## config.mk

```make
export PLATFORM = sky130hd
export DESIGN_NAME = lock_top
export DESIGN_NICKNAME = d
export VERILOG_FILES = /design/src/hdl/lock_pkg.sv /design/src/hdl/lock_top.sv /design/src/hdl/source_mux.sv /design/src/hdl/pid_core.sv /design/src/hdl/frontpanel_regs.sv /design/src/hdl/oversample_filter.sv
export SDC_FILE = /design/constraint.sdc
export NUM_CORES = 2
export LEC_CHECK = 0
export BUFFER_PORTS_ARGS = -buffer_cell sky130_fd_sc_hd__clkbuf_2
export CAP_MARGIN = 0
export CORE_AREA = 2 2 238 240
export DETAILED_ROUTE_END_ITERATION = 8
export DIE_AREA = 0 0 240 242
export PLACE_DENSITY = 0.71
export SETUP_SLACK_MARGIN = 0.05
export SLEW_MARGIN = 20
export SYNTH_ARGS = -nofsm -noshare
export SYNTH_HDL_FRONTEND = slang
export SYNTH_SLANG_ARGS = --single-unit
```

## constraint.sdc

```tcl
create_clock -name clk_in -period 12.05 [get_ports clk_in]
set_input_delay 3.0125 -clock clk_in [delete_from_list [all_inputs] [get_ports clk_in]]
set_output_delay 3.0125 -clock clk_in [all_outputs]
set_load 0.1 [all_outputs]
```

## src/hdl/lock_pkg.sv

```systemverilog
`default_nettype none

package lock_pkg;

	////////////////////////////////////////
	// widths
	////////////////////////////////////////

	localparam int W_COEF = 16;                      // setpoint, coefs, error
	localparam int W_DAC  = 16;                      // dac word

	////////////////////////////////////////
	// command selectors
	////////////////////////////////////////

	localparam logic [3:0] SEL_SETPOINT = 4'h1;      // staged setpoint
	localparam logic [3:0] SEL_P        = 4'h2;      // staged p coef
	localparam logic [3:0] SEL_I        = 4'h3;      // staged i coef
	localparam logic [3:0] SEL_D        = 4'h4;      // staged d coef
	localparam logic [3:0] SEL_MANUAL   = 4'h5;      // manual output value
	localparam logic [3:0] SEL_CTRL     = 4'h8;      // flags and strobes

	// one 24-bit front-panel word, read as a write of a value or of flags
	typedef union packed {
		struct packed {
			logic [3:0]               sel;    // target select
			logic [3:0]               pad;    // unused
			logic signed [W_COEF-1:0] value;  // payload
		} param;
		struct packed {
			logic [3:0]  sel;                 // same position as param view
			logic        update_en;           // arms update
			logic        update;              // update strobe request
			logic        clear;               // clear strobe request
			logic        use_manual;          // manual source select
			logic [15:0] pad;                 // unused
		} ctrl;
	} lock_cmd_u;

endpackage

`default_nettype wire
```

## src/hdl/lock_top.sv

```systemverilog
`timescale 1ns/10ps
`default_nettype none

module lock_top #(
	parameter int W_ADC        = 16,                 // adc width
	parameter int OS_LOG2      = 2,                  // 4-sample blocks
	parameter int W_IN         = 18,                 // filter / pid input width
	parameter int W_OUT        = 18,                 // pid accumulator width
	parameter int COMP_LATENCY = 1                   // pid compute cycles
) (
	input  wire                                clk_in,     // system clock
	input  wire                                reset_in,   // sync reset
	input  wire signed [W_ADC-1:0]             adc_data,   // adc sample
	input  wire                                adc_valid,  // sample strobe
	input  wire lock_pkg::lock_cmd_u           cmd_word,   // front-panel command
	input  wire                                cmd_valid,  // command strobe
	output logic signed [lock_pkg::W_DAC-1:0]  dac_data,   // dac word
	output logic                               dac_valid   // dac strobe
);

	import lock_pkg::*;

	logic signed [W_IN-1:0]   filt_data;             // filter -> pid
	logic                     filt_valid;
	logic signed [W_COEF-1:0] setpoint, p_coef, i_coef, d_coef;  // staged params
	logic signed [W_COEF-1:0] manual_value;
	logic                     update_en, update, clear, use_manual;
	logic signed [W_OUT-1:0]  pid_data;              // pid -> mux
	logic                     pid_valid;

	////////////////////////////////////////
	// datapath
	////////////////////////////////////////

	oversample_filter #(.W_ADC(W_ADC), .W_IN(W_IN), .OS_LOG2(OS_LOG2)) u_filter (
		.clk_in(clk_in), .reset_in(reset_in),
		.adc_data(adc_data), .adc_valid(adc_valid),
		.filt_data(filt_data), .filt_valid(filt_valid)
	);

	frontpanel_regs u_regs (
		.clk_in(clk_in), .reset_in(reset_in),
		.cmd_word(cmd_word), .cmd_valid(cmd_valid),
		.setpoint(setpoint), .p_coef(p_coef), .i_coef(i_coef), .d_coef(d_coef),
		.manual_value(manual_value), .update_en(update_en), .update(update),
		.clear(clear), .use_manual(use_manual)
	);

	pid_core #(.W_IN(W_IN), .W_OUT(W_OUT), .COMP_LATENCY(COMP_LATENCY)) u_pid (
		.clk_in(clk_in), .reset_in(reset_in),
		.data(filt_data), .data_valid(filt_valid),
		.setpoint(setpoint), .p_coef(p_coef), .i_coef(i_coef), .d_coef(d_coef),
		.update_en(update_en), .update(update), .clear(clear),
		.pid_data(pid_data), .pid_valid(pid_valid)
	);

	source_mux #(.W_OUT(W_OUT)) u_mux (
		.clk_in(clk_in), .reset_in(reset_in),
		.pid_data(pid_data), .pid_valid(pid_valid),
		.manual_value(manual_value), .use_manual(use_manual),
		.dac_data(dac_data), .dac_valid(dac_valid)
	);

endmodule

`default_nettype wire

```

## src/hdl/source_mux.sv

```systemverilog
`timescale 1ns/10ps
`default_nettype none

module source_mux #(
	parameter int W_OUT = 18                         // pid output width
) (
	input  wire                                 clk_in,        // system clock
	input  wire                                 reset_in,      // sync reset
	input  wire signed [W_OUT-1:0]              pid_data,      // pid value
	input  wire                                 pid_valid,     // pid strobe
	input  wire signed [lock_pkg::W_COEF-1:0]   manual_value,  // manual value
	input  wire                                 use_manual,    // source select
	output logic signed [lock_pkg::W_DAC-1:0]   dac_data,      // dac word
	output logic                                dac_valid      // dac strobe
);

	import lock_pkg::*;

	localparam int W_A   = (W_OUT > W_COEF) ? W_OUT : W_COEF;
	localparam int W_SEL = (W_A > W_DAC) ? W_A : W_DAC;      // widest operand
	localparam logic signed [W_SEL-1:0] D_MAX = W_SEL'((2 ** (W_DAC-1)) - 1);
	localparam logic signed [W_SEL-1:0] D_MIN = ~D_MAX;      // most negative dac

	logic signed [W_SEL-1:0] sel_val;                // chosen source
	logic signed [W_DAC-1:0] sat_val;                // clamped to dac range

	assign sel_val = use_manual ? W_SEL'(manual_value) : W_SEL'(pid_data);

	always_comb begin
		if (sel_val > D_MAX) begin
			sat_val = D_MAX[W_DAC-1:0];
		end else if (sel_val < D_MIN) begin
			sat_val = D_MIN[W_DAC-1:0];
		end else begin
			sat_val = sel_val[W_DAC-1:0];
		end
	end

	always_ff @(posedge clk_in) begin
		if (reset_in) begin
			dac_valid <= 1'b0;
		end else begin
			dac_valid <= pid_valid;                  // one cycle behind pid
		end
		if (pid_valid) begin
			dac_data <= sat_val;                     // manual rides pid rate
		end
	end

endmodule

`default_nettype wire

```

## src/hdl/pid_core.sv

```systemverilog
`timescale 1ns/10ps
`default_nettype none

module pid_core #(
	parameter int W_IN         = 18,                 // input width
	parameter int W_OUT        = 18,                 // accumulator width
	parameter int COMP_LATENCY = 1                   // compute cycles
) (
	input  wire                                 clk_in,      // system clock
	input  wire                                 reset_in,    // sync reset
	input  wire signed [W_IN-1:0]               data,        // block average
	input  wire                                 data_valid,  // average strobe
	input  wire signed [lock_pkg::W_COEF-1:0]   setpoint,    // staged setpoint
	input  wire signed [lock_pkg::W_COEF-1:0]   p_coef,      // staged p
	input  wire signed [lock_pkg::W_COEF-1:0]   i_coef,      // staged i
	input  wire signed [lock_pkg::W_COEF-1:0]   d_coef,      // staged d
	input  wire                                 update_en,   // arms update
	input  wire                                 update,      // copy staged -> active
	input  wire                                 clear,       // zero history
	output logic signed [W_OUT-1:0]             pid_data,    // control value
	output logic                                pid_valid    // control strobe
);

	import lock_pkg::*;

	localparam int W_K   = 18;                       // z-domain coef width
	localparam int W_SUM = W_K + W_COEF + 2;         // product sum width
	localparam int W_CNT = (COMP_LATENCY > 1) ? $clog2(COMP_LATENCY) : 1;
	localparam logic [W_CNT-1:0] CNT_LAST = W_CNT'(COMP_LATENCY - 1);

	localparam logic signed [W_IN:0] E_MAX = (W_IN+1)'((2 ** (W_COEF-1)) - 1);
	localparam logic signed [W_IN:0] E_MIN = ~E_MAX; // -E_MAX-1

	localparam logic [1:0] ST_IDLE    = 2'd0,        // wait for sample
	                       ST_COMPUTE = 2'd1,        // arithmetic settles
	                       ST_SEND    = 2'd2,        // output strobe
	                       ST_DONE    = 2'd3;        // shift history

	logic [1:0]               state, next_state;
	logic [W_CNT-1:0]         counter;               // cycles in compute
	logic signed [W_IN-1:0]   data_reg;              // latched sample
	logic signed [W_COEF-1:0] sp_act, p_act, i_act, d_act;  // active params
	logic signed [W_IN:0]     e_diff;                // unsaturated error
	logic signed [W_COEF-1:0] e_cur, e_reg, e1, e2;  // error and history
	logic signed [W_K-1:0]    k1, k2, k3;
	logic signed [W_SUM-1:0]  delta_u;
	logic signed [W_OUT-1:0]  u_cur, u_out, u_prev;

	////////////////////////////////////////
	// arithmetic
	////////////////////////////////////////

	assign e_diff = (W_IN+1)'(sp_act) - (W_IN+1)'(data_reg);

	always_comb begin
		if (e_diff > E_MAX) begin
			e_cur = E_MAX[W_COEF-1:0];                   // clamp high
		end else if (e_diff < E_MIN) begin
			e_cur = E_MIN[W_COEF-1:0];                   // clamp low
		end else begin
			e_cur = e_diff[W_COEF-1:0];
		end
	end

	assign k1 = W_K'(p_act) + W_K'(i_act) + W_K'(d_act);
	assign k2 = -W_K'(p_act) - (W_K'(d_act) <<< 1);
	assign k3 = W_K'(d_act);

	assign delta_u = W_SUM'(k1) * W_SUM'(e_cur)
	               + W_SUM'(k2) * W_SUM'(e1)
	               + W_SUM'(k3) * W_SUM'(e2);
	assign u_cur   = u_prev + W_OUT'(delta_u);       // wraps to W_OUT

	assign pid_data  = u_out;
	assign pid_valid = (state == ST_SEND);

	////////////////////////////////////////
	// registers
	////////////////////////////////////////

	always_ff @(posedge clk_in) begin
		if (data_valid && state == ST_IDLE) begin
			data_reg <= data;                            // dropped when busy
		end
		if (state == ST_COMPUTE && counter == CNT_LAST) begin
			u_out <= u_cur;                              // freeze result
			e_reg <= e_cur;
		end
	end

	always_ff @(posedge clk_in) begin
		if (reset_in) begin
			sp_act <= '0;
			p_act  <= '0;
			i_act  <= '0;
			d_act  <= '0;
		end else if (update && update_en) begin
			sp_act <= setpoint;
			p_act  <= p_coef;
			i_act  <= i_coef;
			d_act  <= d_coef;
		end
	end

	always_ff @(posedge clk_in) begin
		if (reset_in || clear) begin                     // clear wins over done
			u_prev <= '0;
			e1     <= '0;
			e2     <= '0;
		end else if (state == ST_DONE) begin
			u_prev <= u_out;
			e1     <= e_reg;
			e2     <= e1;
		end
	end

	////////////////////////////////////////
	// state machine
	////////////////////////////////////////

	always_ff @(posedge clk_in) begin
		if (reset_in) begin
			state   <= ST_IDLE;
			counter <= '0;
		end else begin
			state   <= next_state;
			counter <= (state == ST_COMPUTE && next_state == ST_COMPUTE) ? counter + 1'b1 : '0;
		end
	end

	always_comb begin
		next_state = state;
		case (state)
			ST_IDLE:    if (data_valid) next_state = ST_COMPUTE;
			ST_COMPUTE: if (counter == CNT_LAST) next_state = ST_SEND;
			ST_SEND:    next_state = ST_DONE;
			default:    next_state = ST_IDLE;        // done
		endcase
	end

endmodule

`default_nettype wire

```

## src/hdl/frontpanel_regs.sv

```systemverilog
`timescale 1ns/10ps
`default_nettype none

module frontpanel_regs (
	input  wire                                   clk_in,        // system clock
	input  wire                                   reset_in,      // sync reset
	input  wire lock_pkg::lock_cmd_u              cmd_word,      // command word
	input  wire                                   cmd_valid,     // command strobe
	output logic signed [lock_pkg::W_COEF-1:0]    setpoint,      // staged setpoint
	output logic signed [lock_pkg::W_COEF-1:0]    p_coef,        // staged p
	output logic signed [lock_pkg::W_COEF-1:0]    i_coef,        // staged i
	output logic signed [lock_pkg::W_COEF-1:0]    d_coef,        // staged d
	output logic signed [lock_pkg::W_COEF-1:0]    manual_value,  // manual dac value
	output logic                                  update_en,     // update arm level
	output logic                                  update,        // update strobe
	output logic                                  clear,         // clear strobe
	output logic                                  use_manual     // manual select level
);

	import lock_pkg::*;

	////////////////////////////////////////
	// parameter writes
	////////////////////////////////////////

	always_ff @(posedge clk_in) begin
		if (reset_in) begin
			setpoint     <= '0;
			p_coef       <= '0;
			i_coef       <= '0;
			d_coef       <= '0;
			manual_value <= '0;
		end else if (cmd_valid) begin
			case (cmd_word.param.sel)
				SEL_SETPOINT: setpoint     <= cmd_word.param.value;
				SEL_P:        p_coef       <= cmd_word.param.value;
				SEL_I:        i_coef       <= cmd_word.param.value;
				SEL_D:        d_coef       <= cmd_word.param.value;
				SEL_MANUAL:   manual_value <= cmd_word.param.value;
				default: ;                                          // ctrl or unknown
			endcase
		end
	end

	////////////////////////////////////////
	// control writes
	////////////////////////////////////////

	always_ff @(posedge clk_in) begin
		if (reset_in) begin
			update_en  <= 1'b0;
			use_manual <= 1'b0;
			update     <= 1'b0;
			clear      <= 1'b0;
		end else begin
			update <= 1'b0;                                         // strobes last one cycle
			clear  <= 1'b0;
			if (cmd_valid && cmd_word.ctrl.sel == SEL_CTRL) begin
				update_en  <= cmd_word.ctrl.update_en;
				use_manual <= cmd_word.ctrl.use_manual;
				update     <= cmd_word.ctrl.update;                 // fire if requested
				clear      <= cmd_word.ctrl.clear;
			end
		end
	end

endmodule

`default_nettype wire

```

## src/hdl/oversample_filter.sv

```systemverilog
`timescale 1ns/10ps
`default_nettype none

module oversample_filter #(
	parameter int W_ADC   = 16,                     // adc sample width
	parameter int W_IN    = 18,                     // averaged output width
	parameter int OS_LOG2 = 2                       // log2 of block length
) (
	input  wire                     clk_in,         // system clock
	input  wire                     reset_in,       // sync reset
	input  wire signed [W_ADC-1:0]  adc_data,       // raw sample
	input  wire                     adc_valid,      // sample strobe
	output logic signed [W_IN-1:0]  filt_data,      // block average
	output logic                    filt_valid      // average strobe
);

	////////////////////////////////////////
	// block sum
	////////////////////////////////////////

	localparam int W_SUM = W_ADC + OS_LOG2;         // room for 2^OS_LOG2 samples
	localparam logic [OS_LOG2-1:0] CNT_LAST = '1;   // last sample of block

	logic [OS_LOG2-1:0]       count;                // samples so far in block
	logic signed [W_SUM-1:0]  sum;                  // running block sum
	logic signed [W_SUM-1:0]  sum_next;             // sum incl. current sample
	logic signed [W_SUM-1:0]  avg;                  // block mean

	assign sum_next = sum + W_SUM'(adc_data);       // sign extended add
	assign avg      = sum_next >>> OS_LOG2;         // arithmetic divide

	always_ff @(posedge clk_in) begin
		if (reset_in) begin
			count      <= '0;
			sum        <= '0;
			filt_valid <= 1'b0;
		end else begin
			filt_valid <= 1'b0;                     // strobe by default
			if (adc_valid) begin
				if (count == CNT_LAST) begin
					count      <= '0;               // restart block
					sum        <= '0;
					filt_valid <= 1'b1;             // one cycle after last sample
				end else begin
					count <= count + 1'b1;
					sum   <= sum_next;
				end
			end
		end
	end

	// average payload, valid alongside filt_valid
	always_ff @(posedge clk_in) begin
		if (adc_valid && count == CNT_LAST) begin
			filt_data <= W_IN'(avg);                // sign extend to pid width
		end
	end

endmodule

`default_nettype wire

```

==> results.toml <==
[sta]
setup_violating_endpoint_count_in_the_final_report = 0
report.final.hold_viol_count = 0
tns_ns = 0
maximum_clock_frequency_mhz = 89.16
finalWorstSetupSlack_ns = 0.8347
max_transition_margin_pct = 22.20
timing.clock.skew_ns = 0.02035
grt_setup_unrepaired = "false"
final.period_utilization_pct = 93.07
maxSlewViolCount = 0
min_period_ns = 11.22
worst_slew_pin_slew_ns = 1.163

[routing]
detailroute.via_count = 22600
vias_per_cell = 5.459
dr.pass1.iters = 5
ant_nets = 0
drt_iter0_drc = 1669
remaining_drc_errors = 0
wl_per_cell_um = 19.08
final_wirelength_um = 78990

[synthesis]
postSynthRegisterBits = 305
synthesis.instances = 3363
synthesis.area_per_instance_um2 = 8.957
synthesis.nets = 4061
synth_largest_area_cell = "fa_1"
synth_cell_type_count = 79
top_area_cell_type_share_of_the_netlist_area_pct = 27.71
synth_top_flop_cell = "dfxtp_1"
ys_seq_area_share_pct = 23.00
mappedNetlistArea_mm2 = 0.03012
yosys_warnings = 0
ys_async_sr_fraction_pct = 0
synth_edf_count = 82
ys_top_cells_by_area = "fa_1 (28%), dfxtp_1 (15%), ha_1 (9.8%)"

[clock_tree]
numCtsBuffers = 34
cts_buffer_depth = 3
ctsRootBufferMaster = "clkbuf_16"
clkSlewWorstSetupHoldPaths_ns = 0.06
ctsHoldBuffers = 0
htree_levels = 2
clock_sinks = 305
clock_network_latency_to_the_later_pin_of_the_worst_skew_pair_ns = 0.56
post_cts_resized = 0
tritoncts = "built"
post-cts-setup-buffers = 0

[critical_path]
setup.worst_path.class = "reg -> reg"
timing.critical_path.mode_cell = "fa_1"
timing.critical_path.required_ns = 12.35
critPathLaunchType = "register"
critPathMaxStageDelay_ns = 0.67
worst_ep_arrival_ns = 11.51
timing.critical_path.fanout_max = 19
endpoint_kind = "register"
crit_path_top_delay_cell = "dfxtp_1"

[die]
pin_count = 61
site_row_count = 87
die_w_um = 240
initial_core_utilization_pct = 54.05
design.die.area_mm2 = 0.05808
die_h_um = 242
core_area_mm2 = 0.05573

[placed_design]
port_buffers = 60
detailed_place.area_mm2 = 0.03116
post-place-ws_ns = 1.040
post-dp-hpwl_um = 60590
gpl.final_weighted_congestion = 0.9341

[layout]
filler_cell_count = 5022
proportion_of_layout_cells_with_a_drive_suffix_above_1_pct = 5.469
number_of_nets_in_the_layout = 4055
finish.instance_area_mm2 = 0.03237
final_core_util_pct = 58.08
layout.cells.most_common = "nand2_1"
multi_input_combinational_cell_area_mm2 = 0.02071
layout_common_cells = "nand2_1 (606), inv_1 (541), fa_1 (417)"
seqCellArea_mm2 = 0.006927
layout-area-overhead-vs-synth_pct = 7.456

[grt]
vias_in_the_first_global_route = 23168
overall_global_routing_usage_pct = 28.25
grt_first_pass_wirelength_um = 127000
grt_max_degree = 106
grt_antenna_before_repair = 0
gr-total-overflow = 0

[power_and_ir_drop]
p_per_area_mw_per_mm2 = 71.37
leakage_nw = 14.17
max-vdd-ir-drop_mv = 0.1492
p_total_mw = 2.310

[status]
run_status = "finished, final reports clean"

[job]
cap_viol_max_count = 0

[hold_path]
hold_path_class = "reg -> reg"
## final timing paths
path	startpoint	end	slack [ns]	depth (start not counted)
max reg2reg	u_pid.d_act[0]	u_pid.pid_data[17]	0.83	36
min reg2reg	u_filter.filt_data[1]	u_pid.data_reg[1]	0.42	0
max	u_pid.d_act[0]	u_pid.pid_data[17]	0.83	36
min	u_filter.filt_data[1]	u_pid.data_reg[1]	0.42	0
## worst max-delay path: cells and delay by family (launching register included)
kind                     cells  cell delay (ns)
buffers and inverters        6             0.33
adder cells (fa/ha/maj)     13             6.20
AND/OR/NAND/NOR              6             0.76
AO/OA/AOI/OAI                6             1.82
flip-flops                   1             0.67
XOR/XNOR                     5             1.18
## cells in the mapped netlist, drive strengths merged (8+ instances only)
library cell / number
a21o: 19
nor2: 192
inv: 543
buf: 9
a31oi: 8
and2: 222
fa: 417
o21a: 15
dfxtp: 223
edfxtp: 82
mux2i: 37
nor2b: 15
o21ai: 70
xor2: 35
nor3: 22
xnor2: 113
and3: 9
clkbuf: 124
nand2b: 11
nand2: 609
a21oi: 213
a22oi: 15
ha: 237
o21bai: 13
nand3: 11
## kinds of logic after synthesis
group	count (synthesis)	share of synthesized area [%]
AND/OR/NAND/NOR	1122	16.66
adder cells (fa/ha/maj)	656	37.63
buffers and inverters	679	8.491
XOR/XNOR	155	4.831
other	1	0.01245
multiplexers	39	1.304
AO/OA/AOI/OAI	406	8.075
flip-flops	305	23.00
## per-stage QoR
step,hold WS (ns),std cells
after floorplan,0.4003,3363
after global placement,0.4031,4076
after detailed placement,0.4065,4076
after CTS,0.4206,4138
after global routing,0.4267,4139
final,0.4201,4140
## power breakdown
part | switching (mW) | internal (mW) | leakage [nW]
clock network | 0.454 | 0.657 | 0.585
registers | 0.00784 | 1.07 | 2.54
logic | 0.0793 | 0.0465 | 11.0
## final cells by class
type	count	share of cell area [%]
multi-input cells	2379	63.99
flip-flops and latches	305	21.40
inverters	546	6.332
clock inverters	14	0.5644
diodes	1	0.007731
clock buffers	48	3.108
well taps	756	2.922
repair buffers	91	1.678
## layer usage
layer / wire (µm) / vias to the layer above / share of wire (%) / GRT usage (%)
met5: 0 / - / 0 / 0
met2: 37740 / 787 / 48 / 46.65
li1: - / 10456 / - / -
met3: 5628 / 173 / 7.1 / 4.455
met1: 32640 / 11184 / 41 / 37.72
met4: 2982 / 0 / 3.8 / 10.03
(Power assumes the default switching activity.)
